## src/common/decode_defs.svh

```systemverilog
`ifndef DECODE_DEFS_SVH
`define DECODE_DEFS_SVH

// word and field widths
`define XLEN        64
`define ILEN        32
`define OPC_W       7
`define REG_W       5
`define F3_W        3
`define F7_W        7
`define F7_ALT_BIT  30

// major opcodes
`define OPC_OP_IMM     7'b0010011
`define OPC_OP         7'b0110011
`define OPC_OP_IMM_32  7'b0011011
`define OPC_OP_32      7'b0111011
`define OPC_LOAD       7'b0000011
`define OPC_STORE      7'b0100011
`define OPC_BRANCH     7'b1100011
`define OPC_LUI        7'b0110111
`define OPC_AUIPC      7'b0010111
`define OPC_JAL        7'b1101111
`define OPC_JALR       7'b1100111
`define OPC_SYSTEM     7'b1110011

// arithmetic funct3, shared by the 64-bit and W forms
`define F3_ADD   3'b000
`define F3_SLL   3'b001
`define F3_SLT   3'b010
`define F3_SLTU  3'b011
`define F3_XOR   3'b100
`define F3_SR    3'b101
`define F3_OR    3'b110
`define F3_AND   3'b111

// loads
`define F3_LB   3'b000
`define F3_LH   3'b001
`define F3_LW   3'b010
`define F3_LD   3'b011
`define F3_LBU  3'b100
`define F3_LHU  3'b101
`define F3_LWU  3'b110

// stores
`define F3_SB  3'b000
`define F3_SH  3'b001
`define F3_SW  3'b010
`define F3_SD  3'b011

// branches
`define F3_BEQ   3'b000
`define F3_BNE   3'b001
`define F3_BLT   3'b100
`define F3_BGE   3'b101
`define F3_BLTU  3'b110
`define F3_BGEU  3'b111

// zicsr
`define F3_CSRRW   3'b001
`define F3_CSRRS   3'b010
`define F3_CSRRC   3'b011
`define F3_CSRRWI  3'b101
`define F3_CSRRSI  3'b110
`define F3_CSRRCI  3'b111

`endif

```

## src/common/decodePkg.sv

```systemverilog
`default_nettype none

`include "decode_defs.svh"

package decodePkg;

    typedef logic [`XLEN-1:0] xWord;

    // format views, msb first
    typedef struct packed {
        logic [`F7_W-1:0]  funct7;
        logic [`REG_W-1:0] rs2;
        logic [`REG_W-1:0] rs1;
        logic [`F3_W-1:0]  funct3;
        logic [`REG_W-1:0] rd;
        logic [`OPC_W-1:0] opcode;
    } rTypeT;

    typedef struct packed {
        logic [11:0]       imm;
        logic [`REG_W-1:0] rs1;
        logic [`F3_W-1:0]  funct3;
        logic [`REG_W-1:0] rd;
        logic [`OPC_W-1:0] opcode;
    } iTypeT;

    typedef struct packed {
        logic [6:0]        immHi;
        logic [`REG_W-1:0] rs2;
        logic [`REG_W-1:0] rs1;
        logic [`F3_W-1:0]  funct3;
        logic [4:0]        immLo;
        logic [`OPC_W-1:0] opcode;
    } sTypeT;

    typedef struct packed {
        logic              imm12;
        logic [5:0]        imm10to5;
        logic [`REG_W-1:0] rs2;
        logic [`REG_W-1:0] rs1;
        logic [`F3_W-1:0]  funct3;
        logic [3:0]        imm4to1;
        logic              imm11;
        logic [`OPC_W-1:0] opcode;
    } bTypeT;

    typedef struct packed {
        logic [19:0]       imm;
        logic [`REG_W-1:0] rd;
        logic [`OPC_W-1:0] opcode;
    } uTypeT;

    typedef struct packed {
        logic              imm20;
        logic [9:0]        imm10to1;
        logic              imm11;
        logic [7:0]        imm19to12;
        logic [`REG_W-1:0] rd;
        logic [`OPC_W-1:0] opcode;
    } jTypeT;

    typedef union packed {
        rTypeT rType;
        iTypeT iType;
        sTypeT sType;
        bTypeT bType;
        uTypeT uType;
        jTypeT jType;
    } instrWordU;

    typedef enum logic [3:0] {
        illegal, opImm, op, opImm32, op32, load, store,
        branch, lui, auipc, jal, jalr, csr
    } instrClassT;

    typedef enum logic [1:0] {noRs, onlyRs1, bothRs} regUseT;

    typedef enum logic [4:0] {
        aluAdd, aluSub, aluXor, aluOr, aluAnd, aluSlt, aluSltu,
        aluSll, aluSrl, aluSra, aluAddw, aluSubw, aluSllw, aluSrlw, aluSraw,
        aluBranch, aluLink, aluPassRs1, aluUnknown
    } aluFuncT;

    typedef enum logic [2:0] {
        noSrc, fromReg, fromImm, fromShamt, fromPcAddImm, fromPcAdd4, fromCsr
    } aluSrcT;

    typedef enum logic [2:0] {immNone, iImm, uImm, bImm, sImm, jImm, csrZimm} immKindT;

    typedef enum logic [2:0] {sizeZero, size8, size16, size32, size64} memSizeT;

    typedef enum logic [2:0] {
        wbNoHandle, wbZext8, wbZext16, wbZext32, wbZext64, wbSext8, wbSext16, wbSext32
    } wbKindT;

    typedef enum logic [3:0] {
        brNone, brEq, brNe, brLtS, brLtU, brGeS, brGeU, brJal, brJalr
    } branchT;

    typedef struct packed {
        logic    regWrite;
        logic    memRead;
        logic    memWrite;
        logic    memToReg;
        logic    readCsr;
        logic    writeCsr;
        logic    isCsr;
        logic    csrFromZimm;
        aluFuncT aluFunc;
        aluSrcT  aluSrc;
        immKindT immKind;
        memSizeT memSize;
        wbKindT  wbKind;
        branchT  branchType;
    } ctlT;

endpackage

`default_nettype wire

```

## src/decoder/aluDecode.sv

```systemverilog
`timescale 1ns/10ps
`default_nettype none

`include "decode_defs.svh"

module aluDecode (
    input  decodePkg::instrWordU  instr,
    input  decodePkg::instrClassT instrClass,
    output decodePkg::aluFuncT    aluFunc,
    output decodePkg::aluSrcT     aluSrc
);

    logic [`F3_W-1:0] f3;
    logic             alt;

    assign f3  = instr.rType.funct3;
    assign alt = instr[`F7_ALT_BIT];

    always_comb begin
        aluFunc = decodePkg::aluUnknown;
        aluSrc  = decodePkg::noSrc;
        case (instrClass)
            decodePkg::opImm: begin
                aluSrc = decodePkg::fromImm;
                case (f3)
                    `F3_ADD:  aluFunc = decodePkg::aluAdd;
                    `F3_SLT:  aluFunc = decodePkg::aluSlt;
                    `F3_SLTU: aluFunc = decodePkg::aluSltu;
                    `F3_XOR:  aluFunc = decodePkg::aluXor;
                    `F3_OR:   aluFunc = decodePkg::aluOr;
                    `F3_AND:  aluFunc = decodePkg::aluAnd;
                    `F3_SLL: begin
                        aluFunc = decodePkg::aluSll;
                        aluSrc  = decodePkg::fromShamt;
                    end
                    default: begin
                        // srli or srai
                        aluFunc = alt ? decodePkg::aluSra : decodePkg::aluSrl;
                        aluSrc  = decodePkg::fromShamt;
                    end
                endcase
            end
            decodePkg::op: begin
                aluSrc = decodePkg::fromReg;
                case (f3)
                    `F3_ADD:  aluFunc = alt ? decodePkg::aluSub : decodePkg::aluAdd;
                    `F3_SLL:  aluFunc = decodePkg::aluSll;
                    `F3_SLT:  aluFunc = decodePkg::aluSlt;
                    `F3_SLTU: aluFunc = decodePkg::aluSltu;
                    `F3_XOR:  aluFunc = decodePkg::aluXor;
                    `F3_SR:   aluFunc = alt ? decodePkg::aluSra : decodePkg::aluSrl;
                    `F3_OR:   aluFunc = decodePkg::aluOr;
                    default:  aluFunc = decodePkg::aluAnd;
                endcase
            end
            decodePkg::opImm32: begin
                case (f3)
                    `F3_ADD: begin
                        aluFunc = decodePkg::aluAddw;
                        aluSrc  = decodePkg::fromImm;
                    end
                    `F3_SLL: begin
                        aluFunc = decodePkg::aluSllw;
                        aluSrc  = decodePkg::fromShamt;
                    end
                    `F3_SR: begin
                        aluFunc = alt ? decodePkg::aluSraw : decodePkg::aluSrlw;
                        aluSrc  = decodePkg::fromShamt;
                    end
                    default: ;
                endcase
            end
            decodePkg::op32: begin
                aluSrc = decodePkg::fromReg;
                case (f3)
                    `F3_ADD: aluFunc = alt ? decodePkg::aluSubw : decodePkg::aluAddw;
                    `F3_SLL: aluFunc = decodePkg::aluSllw;
                    `F3_SR:  aluFunc = alt ? decodePkg::aluSraw : decodePkg::aluSrlw;
                    default: ;
                endcase
            end
            decodePkg::load, decodePkg::store: begin
                // effective address = rs1 + offset
                aluFunc = decodePkg::aluAdd;
                aluSrc  = decodePkg::fromImm;
            end
            decodePkg::branch: begin
                aluFunc = decodePkg::aluBranch;
                aluSrc  = decodePkg::fromReg;
            end
            decodePkg::lui: begin
                aluFunc = decodePkg::aluLink;
                aluSrc  = decodePkg::fromImm;
            end
            decodePkg::auipc: begin
                aluFunc = decodePkg::aluLink;
                aluSrc  = decodePkg::fromPcAddImm;
            end
            decodePkg::jal, decodePkg::jalr: begin
                aluFunc = decodePkg::aluLink;
                aluSrc  = decodePkg::fromPcAdd4;
            end
            decodePkg::csr: begin
                aluSrc = decodePkg::fromCsr;
                case (f3)
                    `F3_CSRRW, `F3_CSRRWI: aluFunc = decodePkg::aluPassRs1;
                    `F3_CSRRS, `F3_CSRRSI: aluFunc = decodePkg::aluOr;
                    `F3_CSRRC, `F3_CSRRCI: aluFunc = decodePkg::aluAnd;
                    default: ;
                endcase
            end
            default: aluSrc = decodePkg::fromReg;
        endcase
    end

endmodule

`default_nettype wire

```

## src/decoder/immGen.sv

```systemverilog
`timescale 1ns/10ps
`default_nettype none

`include "decode_defs.svh"

module immGen (
    input  decodePkg::instrWordU instr,
    input  decodePkg::immKindT   immKind,
    output decodePkg::xWord      imm
);

    logic sign;

    // every signed format keeps its sign in the top bit
    assign sign = instr[`ILEN-1];

    always_comb begin
        case (immKind)
            decodePkg::iImm:
                imm = {{(`XLEN-12){sign}}, instr.iType.imm};
            decodePkg::sImm:
                imm = {{(`XLEN-12){sign}}, instr.sType.immHi, instr.sType.immLo};
            decodePkg::bImm:
                imm = {{(`XLEN-13){sign}}, instr.bType.imm12, instr.bType.imm11,
                       instr.bType.imm10to5, instr.bType.imm4to1, 1'b0};
            decodePkg::uImm:
                imm = {{(`XLEN-32){sign}}, instr.uType.imm, 12'b0};
            decodePkg::jImm:
                imm = {{(`XLEN-21){sign}}, instr.jType.imm20, instr.jType.imm19to12,
                       instr.jType.imm11, instr.jType.imm10to1, 1'b0};
            // zimm sits in the rs1 slot, unsigned
            decodePkg::csrZimm:
                imm = {{(`XLEN-`REG_W){1'b0}}, instr.iType.rs1};
            default:
                imm = '0;
        endcase
    end

endmodule

`default_nettype wire

```

## src/decoder/memBranchDecode.sv

```systemverilog
`timescale 1ns/10ps
`default_nettype none

`include "decode_defs.svh"

module memBranchDecode (
    input  decodePkg::instrWordU  instr,
    input  decodePkg::instrClassT instrClass,
    output decodePkg::memSizeT    memSize,
    output decodePkg::wbKindT     wbKind,
    output decodePkg::branchT     branchType
);

    logic [`F3_W-1:0] f3;

    assign f3 = instr.rType.funct3;

    always_comb begin
        // bad funct3 under load/store leaves these at zero
        memSize    = decodePkg::sizeZero;
        wbKind     = decodePkg::wbNoHandle;
        branchType = decodePkg::brNone;
        case (instrClass)
            decodePkg::load: begin
                case (f3)
                    `F3_LB: begin
                        memSize = decodePkg::size8;
                        wbKind  = decodePkg::wbSext8;
                    end
                    `F3_LH: begin
                        memSize = decodePkg::size16;
                        wbKind  = decodePkg::wbSext16;
                    end
                    `F3_LW: begin
                        memSize = decodePkg::size32;
                        wbKind  = decodePkg::wbSext32;
                    end
                    `F3_LD: begin
                        memSize = decodePkg::size64;
                        wbKind  = decodePkg::wbZext64;
                    end
                    `F3_LBU: begin
                        memSize = decodePkg::size8;
                        wbKind  = decodePkg::wbZext8;
                    end
                    `F3_LHU: begin
                        memSize = decodePkg::size16;
                        wbKind  = decodePkg::wbZext16;
                    end
                    `F3_LWU: begin
                        memSize = decodePkg::size32;
                        wbKind  = decodePkg::wbZext32;
                    end
                    default: ;
                endcase
            end
            decodePkg::store: begin
                case (f3)
                    `F3_SB:  memSize = decodePkg::size8;
                    `F3_SH:  memSize = decodePkg::size16;
                    `F3_SW:  memSize = decodePkg::size32;
                    `F3_SD:  memSize = decodePkg::size64;
                    default: ;
                endcase
            end
            decodePkg::branch: begin
                case (f3)
                    `F3_BEQ:  branchType = decodePkg::brEq;
                    `F3_BNE:  branchType = decodePkg::brNe;
                    `F3_BLT:  branchType = decodePkg::brLtS;
                    `F3_BGE:  branchType = decodePkg::brGeS;
                    `F3_BLTU: branchType = decodePkg::brLtU;
                    `F3_BGEU: branchType = decodePkg::brGeU;
                    default: ;
                endcase
            end
            decodePkg::jal:  branchType = decodePkg::brJal;
            decodePkg::jalr: branchType = decodePkg::brJalr;
            default: ;
        endcase
    end

endmodule

`default_nettype wire

```

## src/decoder/opcodeControl.sv

```systemverilog
`timescale 1ns/10ps
`default_nettype none

`include "decode_defs.svh"

module opcodeControl (
    input  decodePkg::instrWordU  instr,
    output decodePkg::instrClassT instrClass,
    output decodePkg::regUseT     regUse,
    output decodePkg::immKindT    immKind,
    output logic                  regWrite,
    output logic                  memRead,
    output logic                  memWrite,
    output logic                  memToReg,
    output logic                  readCsr,
    output logic                  writeCsr,
    output logic                  isCsr,
    output logic                  csrFromZimm
);

    logic [`F3_W-1:0] f3;

    assign f3 = instr.iType.funct3;

    always_comb begin
        // unknown opcode falls through with everything low
        instrClass  = decodePkg::illegal;
        regUse      = decodePkg::noRs;
        immKind     = decodePkg::immNone;
        regWrite    = 1'b0;
        memRead     = 1'b0;
        memWrite    = 1'b0;
        memToReg    = 1'b0;
        readCsr     = 1'b0;
        writeCsr    = 1'b0;
        isCsr       = 1'b0;
        csrFromZimm = 1'b0;
        case (instr.rType.opcode)
            `OPC_OP_IMM: begin
                instrClass = decodePkg::opImm;
                regWrite   = 1'b1;
                regUse     = decodePkg::onlyRs1;
                // shifts read shamt, not the immediate
                if (f3 != `F3_SLL && f3 != `F3_SR) begin
                    immKind = decodePkg::iImm;
                end
            end
            `OPC_OP: begin
                instrClass = decodePkg::op;
                regWrite   = 1'b1;
                regUse     = decodePkg::bothRs;
            end
            `OPC_OP_IMM_32: begin
                instrClass = decodePkg::opImm32;
                regWrite   = 1'b1;
                regUse     = decodePkg::onlyRs1;
                if (f3 == `F3_ADD) begin
                    immKind = decodePkg::iImm;
                end
            end
            `OPC_OP_32: begin
                instrClass = decodePkg::op32;
                regWrite   = 1'b1;
                regUse     = decodePkg::bothRs;
            end
            `OPC_LOAD: begin
                instrClass = decodePkg::load;
                regWrite   = 1'b1;
                memRead    = 1'b1;
                memToReg   = 1'b1;
                regUse     = decodePkg::onlyRs1;
                immKind    = decodePkg::iImm;
            end
            `OPC_STORE: begin
                instrClass = decodePkg::store;
                memWrite   = 1'b1;
                regUse     = decodePkg::bothRs;
                immKind    = decodePkg::sImm;
            end
            `OPC_BRANCH: begin
                instrClass = decodePkg::branch;
                regUse     = decodePkg::bothRs;
                immKind    = decodePkg::bImm;
            end
            `OPC_LUI, `OPC_AUIPC: begin
                instrClass = (instr.rType.opcode == `OPC_LUI) ? decodePkg::lui
                                                              : decodePkg::auipc;
                regWrite   = 1'b1;
                immKind    = decodePkg::uImm;
            end
            `OPC_JAL: begin
                instrClass = decodePkg::jal;
                regWrite   = 1'b1;
                immKind    = decodePkg::jImm;
            end
            `OPC_JALR: begin
                instrClass = decodePkg::jalr;
                regWrite   = 1'b1;
                regUse     = decodePkg::onlyRs1;
                immKind    = decodePkg::iImm;
            end
            `OPC_SYSTEM: begin
                instrClass = decodePkg::csr;
                regWrite   = 1'b1;
                readCsr    = 1'b1;
                writeCsr   = 1'b1;
                isCsr      = 1'b1;
                // funct3 low bits of zero are not a csr op
                if (f3[1:0] != 2'b00) begin
                    if (f3[2]) begin
                        immKind     = decodePkg::csrZimm;
                        csrFromZimm = 1'b1;
                    end else begin
                        regUse = decodePkg::onlyRs1;
                    end
                end
            end
            default: ;
        endcase
    end

endmodule

`default_nettype wire

```

## src/source/decodeStage.sv

```systemverilog
`timescale 1ns/10ps
`default_nettype none

module decodeStage (
    input  wire                   clk,
    input  wire                   rstN,
    input  decodePkg::instrWordU  instr,
    input  wire                   instrValid,
    output logic                  outValid,
    output decodePkg::ctlT        ctl,
    output decodePkg::regUseT     regUse,
    output decodePkg::xWord       imm
);

    decodePkg::instrClassT instrClass;
    decodePkg::ctlT        ctlNext;
    decodePkg::regUseT     regUseNext;
    decodePkg::xWord       immNext;

    // class-wide flags land straight in the control word
    opcodeControl uOpcodeControl (
        .instr       (instr),
        .instrClass  (instrClass),
        .regUse      (regUseNext),
        .immKind     (ctlNext.immKind),
        .regWrite    (ctlNext.regWrite),
        .memRead     (ctlNext.memRead),
        .memWrite    (ctlNext.memWrite),
        .memToReg    (ctlNext.memToReg),
        .readCsr     (ctlNext.readCsr),
        .writeCsr    (ctlNext.writeCsr),
        .isCsr       (ctlNext.isCsr),
        .csrFromZimm (ctlNext.csrFromZimm)
    );

    aluDecode uAluDecode (
        .instr      (instr),
        .instrClass (instrClass),
        .aluFunc    (ctlNext.aluFunc),
        .aluSrc     (ctlNext.aluSrc)
    );

    memBranchDecode uMemBranchDecode (
        .instr      (instr),
        .instrClass (instrClass),
        .memSize    (ctlNext.memSize),
        .wbKind     (ctlNext.wbKind),
        .branchType (ctlNext.branchType)
    );

    immGen uImmGen (
        .instr   (instr),
        .immKind (ctlNext.immKind),
        .imm     (immNext)
    );

    // decode latch, data holds while nothing valid arrives
    always_ff @(posedge clk) begin
        if (!rstN) begin
            outValid <= 1'b0;
            ctl      <= '0;
            regUse   <= decodePkg::noRs;
            imm      <= '0;
        end else begin
            outValid <= instrValid;
            if (instrValid) begin
                ctl    <= ctlNext;
                regUse <= regUseNext;
                imm    <= immNext;
            end
        end
    end

    assert property (@(posedge clk) disable iff (!rstN)
        outValid |-> !(ctl.memRead && ctl.memWrite))
        else $error("decodeStage: memRead and memWrite both set");

    assert property (@(posedge clk) disable iff (!rstN)
        outValid |-> (!ctl.writeCsr || ctl.isCsr))
        else $error("decodeStage: CSR write outside a CSR instruction");

endmodule

`default_nettype wire
```

## config.mk

```make
export PLATFORM = sky130hd
export DESIGN_NAME = decodeStage
export DESIGN_NICKNAME = d
export VERILOG_FILES = /design/src/common/decodePkg.sv /design/src/decoder/aluDecode.sv /design/src/decoder/immGen.sv /design/src/decoder/memBranchDecode.sv /design/src/decoder/opcodeControl.sv /design/src/source/decodeStage.sv
export VERILOG_INCLUDE_DIRS = /design/src /design/src/common
export SDC_FILE = /design/constraint.sdc
export NUM_CORES = 1
export LEC_CHECK = 0
export BUFFER_PORTS_ARGS = -buffer_cell sky130_fd_sc_hd__clkbuf_2
export CAP_MARGIN = 20
export CORE_AREA = 2 2 75 106
export CTS_CLUSTER_DIAMETER = 40
export DETAILED_ROUTE_END_ITERATION = 8
export DIE_AREA = 0 0 77 108
export HOLD_SLACK_MARGIN = 0.02
export PLACE_DENSITY_LB_ADDON = 0.15
export SLEW_MARGIN = 0
export SYNTH_ARGS = -nofsm -noshare
export SYNTH_HDL_FRONTEND = slang
export SYNTH_SLANG_ARGS = --single-unit
```

## constraint.sdc

```tcl
create_clock -name clk -period 2.4 [get_ports clk]
set_clock_uncertainty 0.15 [all_clocks]
set_input_delay 0.24 -clock clk [delete_from_list [all_inputs] [get_ports clk]]
set_output_delay 0.24 -clock clk [all_outputs]
set_load 0.01 [all_outputs]
```

# After elaboration in Yosys (flattened, before gate mapping)
# Cells that the tools add are included.
# totals
word_cells	108
register_bits	93
# op_classes
mux	38
eq_ne	39
n_reduce_logical	17
# op_table
operator	n
one-hot mux 64 bit (6 select lines)	1
one-hot mux 5 bit (7 select lines)	2
one-hot mux 5 bit (3 select lines)	3
one-hot mux 4 bit (11 select lines)	1
one-hot mux 5 bit (8 select lines)	1
one-hot mux 3 bit (6 select lines)	2
== test 7 x 6 -> 1 bit (second input constant)	4
== test 7 bit (second input constant)	4
one-hot mux 3 bit (4 select lines)	2
one-hot mux 3 bit (8 select lines)	1
== test 3 bit (second input constant)	7
== test 7 x 5 -> 1 bit (second input constant)	3
one-hot mux 3 bit (7 select lines)	1
== test 4 bit (second input constant)	5
== test 4 x 3 -> 1 bit (second input constant)	4
OR reduction 2 bit	8
2-to-1 mux 1 bit	15
== test 3 x 2 -> 1 bit (second input constant)	4
one-hot mux 4 bit (3 select lines)	1
OR reduction 4 bit	3
OR reduction 10 bit	1
2-to-1 mux 3 bit	3
== test 4 x 2 -> 1 bit (second input constant)	2
== test 7 x 2 -> 1 bit (second input constant)	1
other kinds (13)	15

# Depth between registers and ports, before layout
# depth
depth_word	6
depth_mapped	11

# Modules after synthesis
# From an unflattened synthesis, not the netlist that was laid out.
# hier_totals
cells_unflattened	618
hier_area_um2	5836.8
# modules_own_cells
mod	seq_area_each_um2	cells_each	area_per_inst_um2	instances
decodeStage	1921.8	308	3647.2	1
immGen	0.0	134	1073.5	1
aluDecode	0.0	82	493.0	1
opcodeControl	0.0	67	434.2	1
memBranchDecode	0.0	27	188.9	1

# Worst setup path after synthesis
# No wires, ideal clock.
# synth_path
path_kind	input port to flip-flop
startpoint	input port instr[13] (netlist bit)
endpoint	register imm[12]
arrival_ns	1.968
t_required_ns	2.184
setup_slack_ns	0.216
cell_stages	10
cell_sequence	inv_1 -> ha_1 -> buf_2 -> nor2b_1 -> a21oi_1 -> o41a_2 -> a31oi_4 -> buf_6 -> a21oi_1 -> a21oi_2
# synth_via
elab_chain_cells	6
elab_cells_between_ends	16
# synth_rtl
item	line	text
start: declaration	decodeStage.sv:7	input decodePkg::instrWordU instr,
inequality test 3 x 1 -> 1 bit (no source line) or inequality test 3 bit (tied branches)	n/a	
logical AND 1 bit (no source line)	n/a	
2-to-1 mux 1 bit	opcodeControl.sv:44	if (f3 != `F3_SLL && f3 != `F3_SR) begin
one-hot mux 3 bit (8 select lines) (*)	opcodeControl.sv:38	case (instr.rType.opcode)
== test 3 bit (tied with other cells)	immGen.sv:18	case (immKind)
one-hot mux 64 bit (6 select lines) (*)	immGen.sv:18	
end signal: assignment	decodeStage.sv:69	imm <= immNext;
end: declaration	decodeStage.sv:12	output decodePkg::xWord imm
# Every way passes the cells marked *; elsewhere a longest branch is shown, timed or not.
# A chain may end at the register's enable or synchronous reset.

# Worst setup path after layout
# layout_path
startpoint	input port instr[12] (netlist bit)
endpoint	register imm[20]
# Same word-level chain as after synthesis.

==> results.json <==
{
  "power_mw": 2.40,
  "port_buffers": 130,
  "postLayoutCoreUtil_pct": 62.1,
  "synth.avg_cell_area_um2": 8.34,
  "netlist_area_um2": 3580,
  "final_common_cell": "clkbuf_2",
  "max-cap-violations": 0,
  "post-route-drc-count": 0,
  "cts-root-buf": "clkbuf_8",
  "routabilityCongestion": 0.936,
  "whs_ps": 36.0,
  "drt-initial-drc-count": 170,
  "worstSetupEndpointType": "flip-flop",
  "synth-simple-area-share_pct": 15.3,
  "tns_ps": 0,
  "firstDrtPassIters": 5,
  "setup_viol": 0,
  "drt-total-wl_um": 10400,
  "synth-compound-area-share_pct": 33.7,
  "grt_overflow": 0,
  "pin_count": 131,
  "wl_per_cell_um": 16.1,
  "postPlaceCellArea_um2": 4210,
  "ctsResizeCount": 0,
  "p_clk_share_pct": 43.6,
  "cts.sinks": 61,
  "antenna_found_initial": 0,
  "drtAntennaViolNets": 0,
  "vias_per_cell": 5.62,
  "num_rows": 37,
  "hold_violations": 0,
  "cts_tree": "built",
  "ir_drop_mv": 0.330,
  "power_density_nw_per_um2": 529,
  "swShare_pct": 25.3,
  "diodes": 0,
  "combPwrFrac_pct": 13.4,
  "internal-power_mw": 1.79,
  "cts.clk_slew.worst_paths_ps": 60,
  "synthAdderAreaFrac_pct": 2.44,
  "pwr-share-seq_pct": 43.0,
  "synth_ff_type": "dfxtp_1",
  "yosysWarningCount": 0,
  "switching_power_uw": 608,
  "leakagePower_nw": 1.96,
  "yosys-top-cells-area": "dfxtp_1 (34%), buf_4 (7.5%), a21oi_1 (7.3%), a21oi_2 (4.6%), a22oi_1 (4.6%)",
  "synth_mux_area_share_pct": 1.12,
  "synth_seq_area_share_pct": 34.1,
  "die_h_um": 108,
  "area_growth_pct": 26.7,
  "cts_buffers": 9,
  "critPathLaunchType": "input pin",
  "die_x_um": 77,
  "synth_top_family_by_area": "compound AO/OA/AOI/OAI gates",
  "status": "finished, final reports clean",
  "dieArea_um2": 8320,
  "yosysTopAreaCell": "dfxtp_1",
  "reg2reg_from": "imm[62]$_SDFFE_PN0P_",
  "cts.htree.levels": 3,
  "rsz0062_at_grt": "no",
  "clkLatencyLatePin_ps": 350,
  "synth-edff-count": 0,
  "mostFrequentLayoutCells": "clkbuf_2 (130), dfxtp_1 (61), a21oi_1 (52), buf_4 (29), nand2_1 (25)",
  "grt_max_degree": 42,
  "nNetsFinal": 586,
  "crit_type": "input pin to flip-flop",
  "grt_pass1_vias": 3263,
  "final_area_um2": 4540,
  "synth_top_cell_area_share_pct": 34.1,
  "grt_usage_pct": 24.8,
  "worst_pin_slew_ps": 836,
  "drive_above_1_share_pct": 37.9,
  "startpoint": "instr[12]",
  "final_max_slew_viol_count": 0,
  "cp.required_ps": 2440,
  "hpwlAfterDp_um": 7690,
  "async_reset_ff_share_pct": 0,
  "num_vias": 3630,
  "synth_xor_area_share_pct": 0.244,
  "coreArea_um2": 7310,
  "cts_buffer_depth": 2,
  "timing.hold.worst.class": "input pin to flip-flop",
  "crit_fanout": 11,
  "min_period_ps": 2040,
  "initial_core_util_pct": 49.0,
  "fmax_mhz": 489,
  "grt_pass1_wl_um": 16300,
  "yosysUniqueCellTypes": 61,
  "max_slew_margin_pct": 44.2,
  "syn_inst": 430,
  "fin_crit_sh_pct": 85.2,
  "critPathArrivalTime_ps": 2090,
  "syn-num-nets": 472,
  "min_from": "instr[9]",
  "synth-seq-cells": 61
}
-- worst max-delay path: stages --
cell and delay, ps:
clkbuf_2 90, inv_1 70, ha_1 270, nor2b_1 170
a21oi_1 220, o41ai_2 120, and2_1 210, o21ai_2 550
a21oi_1 140
-- metrics by stage --
stage          setup slack (ps)  std cells
3_5_place_dp              -12.4        619
3_3_place_gp               55.7        619
6_report                    356        646
2_1_floorplan               216        430
4_1_cts                     357        646
5_1_grt                     252        646
-- path summary, 6_finish.rpt --
| kind | to | slack (ps) | depth (start not counted) |
|---|---|---|---|
| worst max register to register | imm[62]$_SDFFE_PN0P_ | 1120 | 2 |
| worst min-delay path | imm[2]$_SDFFE_PN0P_ | 40 | 3 |
| worst max-delay path | imm[20]$_SDFFE_PN0P_ | 360 | 9 |
| worst min register to register | ctl[1]$_SDFFE_PN0P_ | 320 | 2 |
-- synth_stat cells, types with 2 or more instances --
cell,n
dfxtp_1,61
mux2i_1,4
buf_4,36
buf_6,4
a222oi_1,5
a21oi_1,52
a22oi_1,22
o22ai_1,5
nor3_2,2
nand2_1,25
o211a_1,3
ha_1,7
nor3_1,6
a21oi_2,19
nor2_1,22
a32o_1,2
buf_1,3
clkbuf_1,22
and2_1,4
o21ai_2,2
nor2b_1,8
or3_1,3
o21ai_0,23
nand2b_1,8
nand4_1,2
nand3_1,7
nor4_1,4
o21a_1,2
and3_1,2
a31oi_1,6
nand3b_1,3
buf_2,5
inv_1,9
a22o_1,11
o32ai_1,3
a21boi_0,3
-- power by group through the flow --
| stage | Sequential [mW] | Clock, mW | Combinational [mW] |
|---|---|---|---|
| global route | 1.03 | 1.12 | 0.348 |
| finish | 1.03 | 1.05 | 0.321 |
| global placement | 1.06 | 0 | 0.300 |
| floorplan | 1.06 | 0 | 0.174 |
| CTS | 1.03 | 1.07 | 0.319 |
| detailed placement | 1.06 | 0 | 0.302 |
-- what timing repair did --
| item | 4_1_cts | 5_1_grt |
|---|---|---|
| endpoints found under the hold margin | 9 | 0 |
| hold buffers | 11 | 0 |
| buffers inserted | 0 | 0 |
-- cell families (layout without fill, tap and decap cells) --
logic type / after synthesis / after routing
muxes: 4 / 4
adders and majority gates: 7 / 7
DFF: 61 / 61
and+or+nand+nor: 104 / 104
buffers and inverters: 80 / 199
AOI/OAI and AO/OA: 173 / 173
xor gates and xnor gates: 1 / 1
-- per-layer routing --
| layer | share of wire, % | GRT usage, % | vias to the layer above |
|---|---|---|---|
| li1 | - | - | 1777 |
| met1 | 41 | 28.9 | 1704 |
| met2 | 52 | 44.8 | 133 |
| met3 | 4.9 | 4.09 | 16 |
| met4 | 2.1 | 10.7 | 0 |
| met5 | 0 | 0 | - |
-- registers in the layout, summed over array words and instances (netlist names) --
signal	flops
ctl	26
imm	32
regUse	2
outValid	1
-- layout make-up --
type                    count  area (µm²)
repair buffers            173        1040
clock inverters             4        70.1
inverters                  10        37.5
multi-input cells         289        1900
fillers                   710        2770
flip-flops and latches     61        1220
clock buffers              12         155
well taps                  97         121
Power figures use the tool's default switching activity.
